==> config.mk <==
export PLATFORM = sky130hd
export DESIGN_NAME = videoTxTop
export DESIGN_NICKNAME = d
export VERILOG_FILES = /design/src/logic/videoTxPkg.sv /design/src/logic/videoTxTop.sv /design/src/logic/videoTiming.sv /design/src/logic/videoTxCsr.sv
export SDC_FILE = /design/constraint.sdc
export NUM_CORES = 1
export LEC_CHECK = 0
export ABC_AREA = 1
export BUFFER_PORTS_ARGS = -buffer_cell sky130_fd_sc_hd__buf_2
export CORE_ASPECT_RATIO = 0.5
export CORE_MARGIN = 2
export CORE_UTILIZATION = 53
export CTS_CLUSTER_DIAMETER = 40
export DETAILED_ROUTE_END_ITERATION = 8
export GPL_ROUTABILITY_DRIVEN = 0
export HOLD_SLACK_MARGIN = 0.05
export PLACE_DENSITY = 0.73
export SLEW_MARGIN = 30
export SYNTH_ARGS = -nofsm -noshare
export SYNTH_HDL_FRONTEND = slang
export SYNTH_SLANG_ARGS = --single-unit
==> constraint.sdc <==
create_clock -name iSysClk -period 10.3 [get_ports iSysClk]
set_clock_uncertainty 0.2 [all_clocks]
set_input_delay 2.06 -clock iSysClk [delete_from_list [all_inputs] [get_ports iSysClk]]
set_output_delay 2.06 -clock iSysClk [all_outputs]
set_load 0.03 [all_outputs]
==> src/logic/videoTxPkg.sv <==
/*
 * Video transmitter shared types
 * Width typedefs, timing and sync-point structs, APB structs and register map
 */
package videoTxPkg;

	//----------------------------------------------------------------------
	// Widths with a meaning
	//----------------------------------------------------------------------
	typedef logic [11:0] hCountT;		// Horizontal count, totals up to 4095
	typedef logic [10:0] vCountT;		// Vertical line count
	typedef logic [7:0]  porchT;		// Porch and pulse widths
	typedef logic [11:0] apbAddrT;		// APB byte address
	typedef logic [31:0] apbDataT;
	typedef logic [15:0] frameCountT;

	// Panel timing as held by the register block
	typedef struct packed {
		hCountT hDisplay;
		porchT  hFront;
		porchT  hPulse;
		porchT  hBack;
		vCountT vDisplay;
		porchT  vFront;
		porchT  vPulse;
		porchT  vBack;
	} timingCfgT;

	// Derived sync points, all inclusive positions
	typedef struct packed {
		hCountT hSyncStart;		// display + front
		hCountT hSyncEnd;		// display + front + pulse - 1
		hCountT hMax;			// Last pixel of a line
		vCountT vSyncStart;
		vCountT vSyncEnd;
		vCountT vMax;			// Last line of a frame
	} syncPointsT;

	typedef struct packed {
		logic    psel;
		logic    penable;
		logic    pwrite;
		apbAddrT paddr;
		apbDataT pwdata;
	} apbReqT;

	typedef struct packed {
		apbDataT prdata;
		logic    pready;
		logic    pslverr;
	} apbRspT;

	//----------------------------------------------------------------------
	// Register offsets
	//----------------------------------------------------------------------
	localparam apbAddrT regHTiming = 12'h000;
	localparam apbAddrT regHPorch  = 12'h004;
	localparam apbAddrT regVTiming = 12'h008;
	localparam apbAddrT regVPorch  = 12'h00C;
	localparam apbAddrT regControl = 12'h010;
	localparam apbAddrT regHSync   = 12'h080;	// Read only from here on
	localparam apbAddrT regVSync   = 12'h084;
	localparam apbAddrT regMax     = 12'h088;
	localparam apbAddrT regFrames  = 12'h08C;

	typedef enum logic {
		apbIdle,
		apbAccess
	} apbStateT;

endpackage
==> src/logic/videoTxTop.sv <==
/*
 * LCD video transmitter top level
 * APB register block beside the sync generator, both on iSysClk
 */
`timescale 1ns/1ps

module videoTxTop #(
	parameter videoTxPkg::hCountT pHDisplay = 12'd480,
	parameter videoTxPkg::porchT  pHFront   = 8'd8,
	parameter videoTxPkg::porchT  pHPulse   = 8'd30,
	parameter videoTxPkg::porchT  pHBack    = 8'd43,
	parameter videoTxPkg::vCountT pVDisplay = 11'd272,
	parameter videoTxPkg::porchT  pVFront   = 8'd12,
	parameter videoTxPkg::porchT  pVPulse   = 8'd10,
	parameter videoTxPkg::porchT  pVBack    = 8'd4
)(
	input  logic               iSysClk,
	input  logic               reset,
	input  videoTxPkg::apbReqT apb,
	output videoTxPkg::apbRspT apbRsp,
	output logic               hSync,
	output logic               vSync,
	output logic               de,
	output videoTxPkg::hCountT pixelX,
	output videoTxPkg::vCountT pixelY
);
	import videoTxPkg::*;

	timingCfgT  timingCfg;
	syncPointsT syncPoints;
	logic       videoRst;
	logic       enable;
	logic       frameEnd;

	//----------------------------------------------------------------------
	// Register block and sync generator
	//----------------------------------------------------------------------
	videoTxCsr #(
		.pHDisplay(pHDisplay), .pHFront(pHFront), .pHPulse(pHPulse), .pHBack(pHBack),
		.pVDisplay(pVDisplay), .pVFront(pVFront), .pVPulse(pVPulse), .pVBack(pVBack)
	) csr (
		.iSysClk(iSysClk), .reset(reset),
		.apb(apb), .apbRsp(apbRsp),
		.frameEnd(frameEnd),				// Counted for regFrames
		.timing(timingCfg), .sync(syncPoints),
		.videoRst(videoRst), .enable(enable)
	);

	videoTiming timing (
		.iSysClk(iSysClk), .reset(reset),
		.timing(timingCfg), .sync(syncPoints),
		.videoRst(videoRst), .enable(enable),
		.hSync(hSync), .vSync(vSync), .de(de),
		.pixelX(pixelX), .pixelY(pixelY),
		.frameEnd(frameEnd)
	);

endmodule

==> src/logic/videoTiming.sv <==
/*
 * Video sync generator
 * Pixel and line counters producing hSync, vSync, de and coordinates per frame
 */
`timescale 1ns/1ps

module videoTiming (
	input  logic                   iSysClk,
	input  logic                   reset,
	input  videoTxPkg::timingCfgT  timing,
	input  videoTxPkg::syncPointsT sync,
	input  logic                   videoRst,
	input  logic                   enable,
	output logic                   hSync,
	output logic                   vSync,
	output logic                   de,
	output videoTxPkg::hCountT     pixelX,
	output videoTxPkg::vCountT     pixelY,
	output logic                   frameEnd
);
	import videoTxPkg::*;

	timingCfgT  shTiming;		// Timing in use for the current frame
	syncPointsT shSync;
	hCountT     hCount;
	vCountT     vCount;
	logic       run;
	logic       lineEnd;
	logic       lastPixel;

	assign run       = !videoRst && enable;
	assign lineEnd   = hCount == shSync.hMax;
	assign lastPixel = run && lineEnd && (vCount == shSync.vMax);

	//----------------------------------------------------------------------
	// Shadow copy, swapped only between frames
	//----------------------------------------------------------------------
	always_ff @(posedge iSysClk)
	begin
		if (reset || videoRst || lastPixel)
		begin
			shTiming <= timing;
			shSync   <= sync;
		end
	end

	//----------------------------------------------------------------------
	// Position counters
	//----------------------------------------------------------------------
	always_ff @(posedge iSysClk)
	begin
		if (reset || !run)
		begin
			hCount <= '0;				// Parked at origin while idle
			vCount <= '0;
		end
		else if (lineEnd)
		begin
			hCount <= '0;
			if (vCount == shSync.vMax)
				vCount <= '0;
			else
				vCount <= vCount + vCountT'(1);
		end
		else
		begin
			hCount <= hCount + hCountT'(1);
		end
	end

	// Registered strobes, one cycle behind the counters
	always_ff @(posedge iSysClk)
	begin
		if (reset)
		begin
			hSync    <= 1'b0;
			vSync    <= 1'b0;
			de       <= 1'b0;
			pixelX   <= '0;
			pixelY   <= '0;
			frameEnd <= 1'b0;
		end
		else
		begin
			hSync    <= run && (hCount >= shSync.hSyncStart) && (hCount <= shSync.hSyncEnd);
			vSync    <= run && (vCount >= shSync.vSyncStart) && (vCount <= shSync.vSyncEnd);
			de       <= run && (hCount < shTiming.hDisplay) && (vCount < shTiming.vDisplay);
			pixelX   <= hCount;
			pixelY   <= vCount;
			frameEnd <= lastPixel;		// Single pulse per frame
		end
	end

	//----------------------------------------------------------------------
	// Output sanity
	//----------------------------------------------------------------------
	hSyncNotInDisplay: assert property (@(posedge iSysClk) disable iff (reset)
		!(hSync && de))
		else $error("hSync overlaps active video");

	vSyncNotInDisplay: assert property (@(posedge iSysClk) disable iff (reset)
		!(vSync && de))
		else $error("vSync overlaps active video");

	// pixelX lags the counter, so it is bounded by last cycle's shadow
	pixelXInLine: assert property (@(posedge iSysClk) disable iff (reset)
		pixelX <= $past(shSync.hMax))
		else $error("pixelX beyond line end");

endmodule

==> src/logic/videoTxCsr.sv <==
/*
 * Video transmitter control/status registers
 * APB slave holding panel timing, control bits, derived sync points and frame count
 */
`timescale 1ns/1ps

module videoTxCsr #(
	parameter videoTxPkg::hCountT pHDisplay = 12'd480,
	parameter videoTxPkg::porchT  pHFront   = 8'd8,
	parameter videoTxPkg::porchT  pHPulse   = 8'd30,
	parameter videoTxPkg::porchT  pHBack    = 8'd43,
	parameter videoTxPkg::vCountT pVDisplay = 11'd272,
	parameter videoTxPkg::porchT  pVFront   = 8'd12,
	parameter videoTxPkg::porchT  pVPulse   = 8'd10,
	parameter videoTxPkg::porchT  pVBack    = 8'd4
)(
	input  logic                   iSysClk,
	input  logic                   reset,
	input  videoTxPkg::apbReqT     apb,
	output videoTxPkg::apbRspT     apbRsp,
	input  logic                   frameEnd,
	output videoTxPkg::timingCfgT  timing,
	output videoTxPkg::syncPointsT sync,
	output logic                   videoRst,
	output logic                   enable
);
	import videoTxPkg::*;

	apbStateT   state;
	logic       setup;			// Setup phase seen this cycle
	logic       wrEn;
	logic       addrHit;
	logic       roHit;
	apbDataT    rdData;
	apbDataT    prdataQ;
	logic       pslverrQ;
	timingCfgT  cfg;
	syncPointsT syncQ;
	frameCountT frameCount;

	assign setup = apb.psel && !apb.penable;
	assign wrEn  = (state == apbAccess) && apb.psel && apb.penable && apb.pwrite;

	//----------------------------------------------------------------------
	// APB phase tracking and response
	//----------------------------------------------------------------------
	always_ff @(posedge iSysClk)
	begin
		if (reset)
		begin
			state    <= apbIdle;
			prdataQ  <= '0;
			pslverrQ <= 1'b0;
		end
		else
		begin
			state    <= setup ? apbAccess : apbIdle;
			prdataQ  <= (setup && !apb.pwrite) ? rdData : '0;	// Valid in access cycle
			pslverrQ <= setup && (!addrHit || (apb.pwrite && roHit));
		end
	end

	assign apbRsp = '{prdata: prdataQ, pready: (state == apbAccess), pslverr: pslverrQ};

	// Read mux and address decode
	always_comb
	begin
		rdData  = '0;
		addrHit = 1'b1;
		roHit   = 1'b0;
		case (apb.paddr)
			regHTiming: rdData = {20'd0, cfg.hDisplay};
			regHPorch:  rdData = {8'd0, cfg.hBack, cfg.hPulse, cfg.hFront};
			regVTiming: rdData = {21'd0, cfg.vDisplay};
			regVPorch:  rdData = {8'd0, cfg.vBack, cfg.vPulse, cfg.vFront};
			regControl: rdData = {30'd0, enable, videoRst};
			regHSync:
			begin
				rdData = {4'd0, syncQ.hSyncEnd, 4'd0, syncQ.hSyncStart};
				roHit  = 1'b1;
			end
			regVSync:
			begin
				rdData = {5'd0, syncQ.vSyncEnd, 5'd0, syncQ.vSyncStart};
				roHit  = 1'b1;
			end
			regMax:
			begin
				rdData = {5'd0, syncQ.vMax, 4'd0, syncQ.hMax};
				roHit  = 1'b1;
			end
			regFrames:
			begin
				rdData = {16'd0, frameCount};
				roHit  = 1'b1;
			end
			default: addrHit = 1'b0;	// Reads zero with pslverr
		endcase
	end

	//----------------------------------------------------------------------
	// Timing and control registers
	//----------------------------------------------------------------------
	always_ff @(posedge iSysClk)
	begin
		if (reset)
		begin
			cfg      <= '{hDisplay: pHDisplay, hFront: pHFront, hPulse: pHPulse,
				hBack: pHBack, vDisplay: pVDisplay, vFront: pVFront,
				vPulse: pVPulse, vBack: pVBack};
			videoRst <= 1'b1;			// Video held in reset until released
			enable   <= 1'b0;
		end
		else if (wrEn)
		begin
			case (apb.paddr)
				regHTiming: cfg.hDisplay <= apb.pwdata[11:0];
				regHPorch:  {cfg.hBack, cfg.hPulse, cfg.hFront} <= apb.pwdata[23:0];
				regVTiming: cfg.vDisplay <= apb.pwdata[10:0];
				regVPorch:  {cfg.vBack, cfg.vPulse, cfg.vFront} <= apb.pwdata[23:0];
				regControl:
				begin
					videoRst <= apb.pwdata[0];
					enable   <= apb.pwdata[1];
				end
				default: ;					// Read only or unmapped
			endcase
		end
	end

	// Derived sync points, one cycle behind the registers
	always_ff @(posedge iSysClk)
	begin
		syncQ.hSyncStart <= cfg.hDisplay + hCountT'(cfg.hFront);
		syncQ.hSyncEnd   <= cfg.hDisplay + hCountT'(cfg.hFront) + hCountT'(cfg.hPulse)
			- hCountT'(1);
		syncQ.hMax       <= cfg.hDisplay + hCountT'(cfg.hFront) + hCountT'(cfg.hPulse)
			+ hCountT'(cfg.hBack) - hCountT'(1);
		syncQ.vSyncStart <= cfg.vDisplay + vCountT'(cfg.vFront);
		syncQ.vSyncEnd   <= cfg.vDisplay + vCountT'(cfg.vFront) + vCountT'(cfg.vPulse)
			- vCountT'(1);
		syncQ.vMax       <= cfg.vDisplay + vCountT'(cfg.vFront) + vCountT'(cfg.vPulse)
			+ vCountT'(cfg.vBack) - vCountT'(1);
	end

	always_ff @(posedge iSysClk)
	begin
		if (reset)
			frameCount <= '0;
		else if (frameEnd)
			frameCount <= frameCount + frameCountT'(1);
	end

	assign timing = cfg;
	assign sync   = syncQ;

	//----------------------------------------------------------------------
	// Bus protocol checks
	//----------------------------------------------------------------------
	apbEnableAfterSel: assert property (@(posedge iSysClk) disable iff (reset)
		$rose(apb.penable) |-> $past(apb.psel))
		else $error("penable rose without psel in the previous cycle");

	apbErrWithReady: assert property (@(posedge iSysClk) disable iff (reset)
		apbRsp.pslverr |-> (apbRsp.pready && apb.psel && apb.penable))
		else $error("pslverr driven outside the access cycle");

	hDisplayNonZero: assert property (@(posedge iSysClk) disable iff (reset)
		(wrEn && apb.paddr == regHTiming) |-> (apb.pwdata[11:0] != 12'd0))
		else $error("hDisplay written as zero");

endmodule

==> flow_metrics.env <==
export IMPL_grt_pass1_wl_um=68900
export IMPL_setup_slack_ps=5394
export IMPL_fillers=2550
export IMPL_hpwl_um=34420
export IMPL_syn2layout_area_growth_pct=11.61
export IMPL_drc=0
export IMPL_drive_above_1_share_pct=10.07
export IMPL_cp_end_kind="flop"
export IMPL_root_buffer="clkbuf_16"
export IMPL_min_period_ps=4906
export IMPL_fmax_ghz=0.2038
export IMPL_htree_levels=2
export IMPL_rsz0062_at_grt="false"
export IMPL_nNetsFinal=2121
export IMPL_first_iter_violations=1535
export IMPL_final_common_cell="nand2_1"
export IMPL_wl_per_cell_um=19.24
export IMPL_via_count=13170
export IMPL_post_cts_buffers=0
export IMPL_die_area_sq_um=31880
export IMPL_synth_edf_count=92
export IMPL_die_w_um=250.5
export IMPL_grt_busiest_layer="met1"
export IMPL_post_place_ws_ps=5046
export IMPL_ant_nets=0
export IMPL_drt_total_wl_um=45340
export IMPL_grt_overflow_total=0
export IMPL_status="complete, no violations"
export IMPL_drv_slew=0
export IMPL_setup_violations=0
export IMPL_tns_ps=0
export IMPL_top_level_ports=109
export IMPL_routed_via_density=5.588
export IMPL_ctsHoldBuffers=0
export IMPL_insertion_delay_ps=520
export IMPL_hold_viol=0
export IMPL_yosys_warnings=0
export IMPL_placement_io_buffers=96
export IMPL_ys_async_sr_fraction_pct=0
export IMPL_ir_worst_vdd_v=0.00009288
export IMPL_track_usage_pct=28.74
export IMPL_syn_instance_count=1838
export IMPL_finalNonFillerCells=2356
export IMPL_grtUsageMet1_pct=42.39
export IMPL_cp_arrival_ps=5080
export IMPL_min_period_over_period_pct=47.64
export IMPL_syn_cell_area_sq_um=16100
export IMPL_ys_seq_area_share_pct=46.74
export IMPL_crit_required_ps=10470
export IMPL_rows=45
export IMPL_crit_fanout=29
export IMPL_use_met2_pct=41.21
export IMPL_ys_flop_type="dfxtp_1"
export IMPL_start_util_pct=53.46
export IMPL_grt_pass1_vias=11950
export IMPL_synth_cell_types=57
export IMPL_p_leak_uw=0.008211
export IMPL_cts_sinks=330
export IMPL_place_inst=2295
export IMPL_relSlewSlack_pct=36.03
export IMPL_die_y_um=127.3
export IMPL_mostFrequentLayoutCells="309 x nand2_1, 278 x inv_1, 238 x dfxtp_1"
export IMPL_cp_start_kind="input port"
export IMPL_drt_first_pass_iters=5
export IMPL_cts_buffers=34
export IMPL_clockBufferDepth=3
export IMPL_critical_path_class="in -> reg"
export IMPL_ys_ff_latch=330
export IMPL_use_met3_pct=8.191
export IMPL_worst_slew_pin_slew_ps=958.6
export IMPL_syn_area_per_cell_sq_um=8.762
export IMPL_antenna_found_initial=1
export IMPL_finish_utilization_pct=59.67
export IMPL_cap_violations=0
export IMPL_hold_path_class="reg -> reg"
export IMPL_core_area_sq_um=30120
export IMPL_power_density_nw_per_um2=142.5
export IMPL_p_total_uw=2560
export IMPL_cts_tree="yes"
export IMPL_path_clk_slew_ps=70
export IMPL_cts_resized=0
export IMPL_grt_max_degree=93
## registers in the layout, summed over array words and instances (netlist names)
name	cells
csr.videoRst	1
csr.sync	69
timing.frameEnd	1
csr.prdataQ	28
csr.timing	71
timing.hSync	1
timing.pixelY	11
timing.vCount	11
timing.shTiming	23
csr.pslverrQ	1
timing.vSync	1
timing.de	1
timing.hCount	12
timing.shSync	69
csr.frameCount	16
timing.pixelX	12
csr.state	1
csr.enable	1
## worst max-delay path, cell delays in order
cell and delay (ps):
buf_2 110, nor2_1 150, inv_2 60, nor4_4 320, nand2_2 170, nor2_4 400, inv_2 240, nor2_2 770
inv_2 470, nor2_1 240, a211oi_1 60
## final timing paths
kind	end	depth (start not counted)	startpoint	slack, ps
worst max-delay path	csr.timing[0]$_SDFFE_PP0P_	11	apb[37]	5390
worst min-delay path	timing.shSync[9]$_DFFE_PP_	0	csr.sync[9]$_DFF_P_	230
worst max register to register	csr.sync[10]$_DFF_P_	25	csr.timing[24]$_SDFFE_PP0P_	5640
worst min register to register	timing.shSync[9]$_DFFE_PP_	0	csr.sync[9]$_DFF_P_	230
## layout make-up
class	instances	area (sq um)	share of cell area [%]
Sequential cell	330	7527	41.88
Timing Repair Buffer	99	506.7	2.819
Clock inverter	10	82.58	0.4594
Clock buffer	50	983.4	5.472
Multi-Input combinational cell	1173	7268	40.44
Antenna cell	1	2.502	0.01392
Inverter	294	1104	6.140
Tap cell	399	499.2	2.778
## cell usage after synthesis (3+ instances only)
| cell | n | share of area, % |
|---|---|---|
| o211ai_1 | 24 | 1.1 |
| o2111ai_1 | 3 | 0.16 |
| xor2_1 | 49 | 2.7 |
| and3_1 | 3 | 0.12 |
| or2_2 | 6 | 0.23 |
| nand2_2 | 3 | 0.12 |
| edfxtp_1 | 92 | 17 |
| inv_2 | 14 | 0.33 |
| o21bai_1 | 4 | 0.19 |
| a211oi_2 | 9 | 0.70 |
| nor3_1 | 28 | 0.87 |
| buf_4 | 8 | 0.37 |
| a22o_1 | 13 | 0.71 |
| ha_1 | 134 | 10 |
| a31oi_1 | 7 | 0.27 |
| a21oi_1 | 135 | 4.2 |
| buf_2 | 11 | 0.34 |
| or2_1 | 3 | 0.12 |
| o21ai_0 | 54 | 1.7 |
| nor2_1 | 152 | 3.5 |
| nand2_1 | 309 | 7.2 |
| nand4_1 | 22 | 0.85 |
| nand3_1 | 66 | 2.1 |
| dfxtp_1 | 238 | 30 |
| a211oi_1 | 11 | 0.51 |
| nand3b_1 | 7 | 0.33 |
| a21o_1 | 7 | 0.33 |
| nor2_4 | 3 | 0.21 |
| a221oi_1 | 23 | 1.3 |
| o22ai_1 | 4 | 0.16 |
| o21a_1 | 3 | 0.14 |
| xnor2_1 | 27 | 1.5 |
| fa_1 | 6 | 0.75 |
| o21ai_1 | 15 | 0.47 |
| nor4_1 | 8 | 0.31 |
| clkbuf_1 | 22 | 0.51 |
| xnor2_2 | 4 | 0.40 |
| inv_1 | 278 | 6.5 |
| o221ai_1 | 7 | 0.38 |
## kinds of logic (layout without fill, tap and decap cells)
logic type / count (synthesis) / after routing / share of synthesized area [%]
AOI/OAI and AO/OA: 329 / 329 / 12.76
other: 1 / 5 / 0.02329
adders and majority gates: 140 / 140 / 11.16
and+or+nand+nor: 620 / 620 / 16.59
xor gates and xnor gates: 80 / 80 / 4.537
buffers and inverters: 338 / 453 / 8.197
DFF: 330 / 330 / 46.74
## metal layers
layer / wire, um / vias to the layer above / part of all wire (%)
met3: 5387 / 83 / 12
li1: - / 6325 / -
met4: 1107 / 0 / 2.4
met1: 20720 / 6154 / 46
met2: 18120 / 603 / 40
met5: 0 / - / 0
## stage by stage
step,hold WS (ps),area (sq um)
floorplan,208.3,16120
global placement,214.3,16900
detailed placement,214.6,16910
CTS,225.9,17970
global route,244.2,17970
finish,232.8,17970
## report_power, final
group | switching [uW] | leakage, uW | internal (uW)
combinational | 23.8 | 0.00477 | 8.47
sequential | 0.161 | 0.00293 | 1330
clock | 530 | 0.000519 | 672
Power figures use the tool's default switching activity.
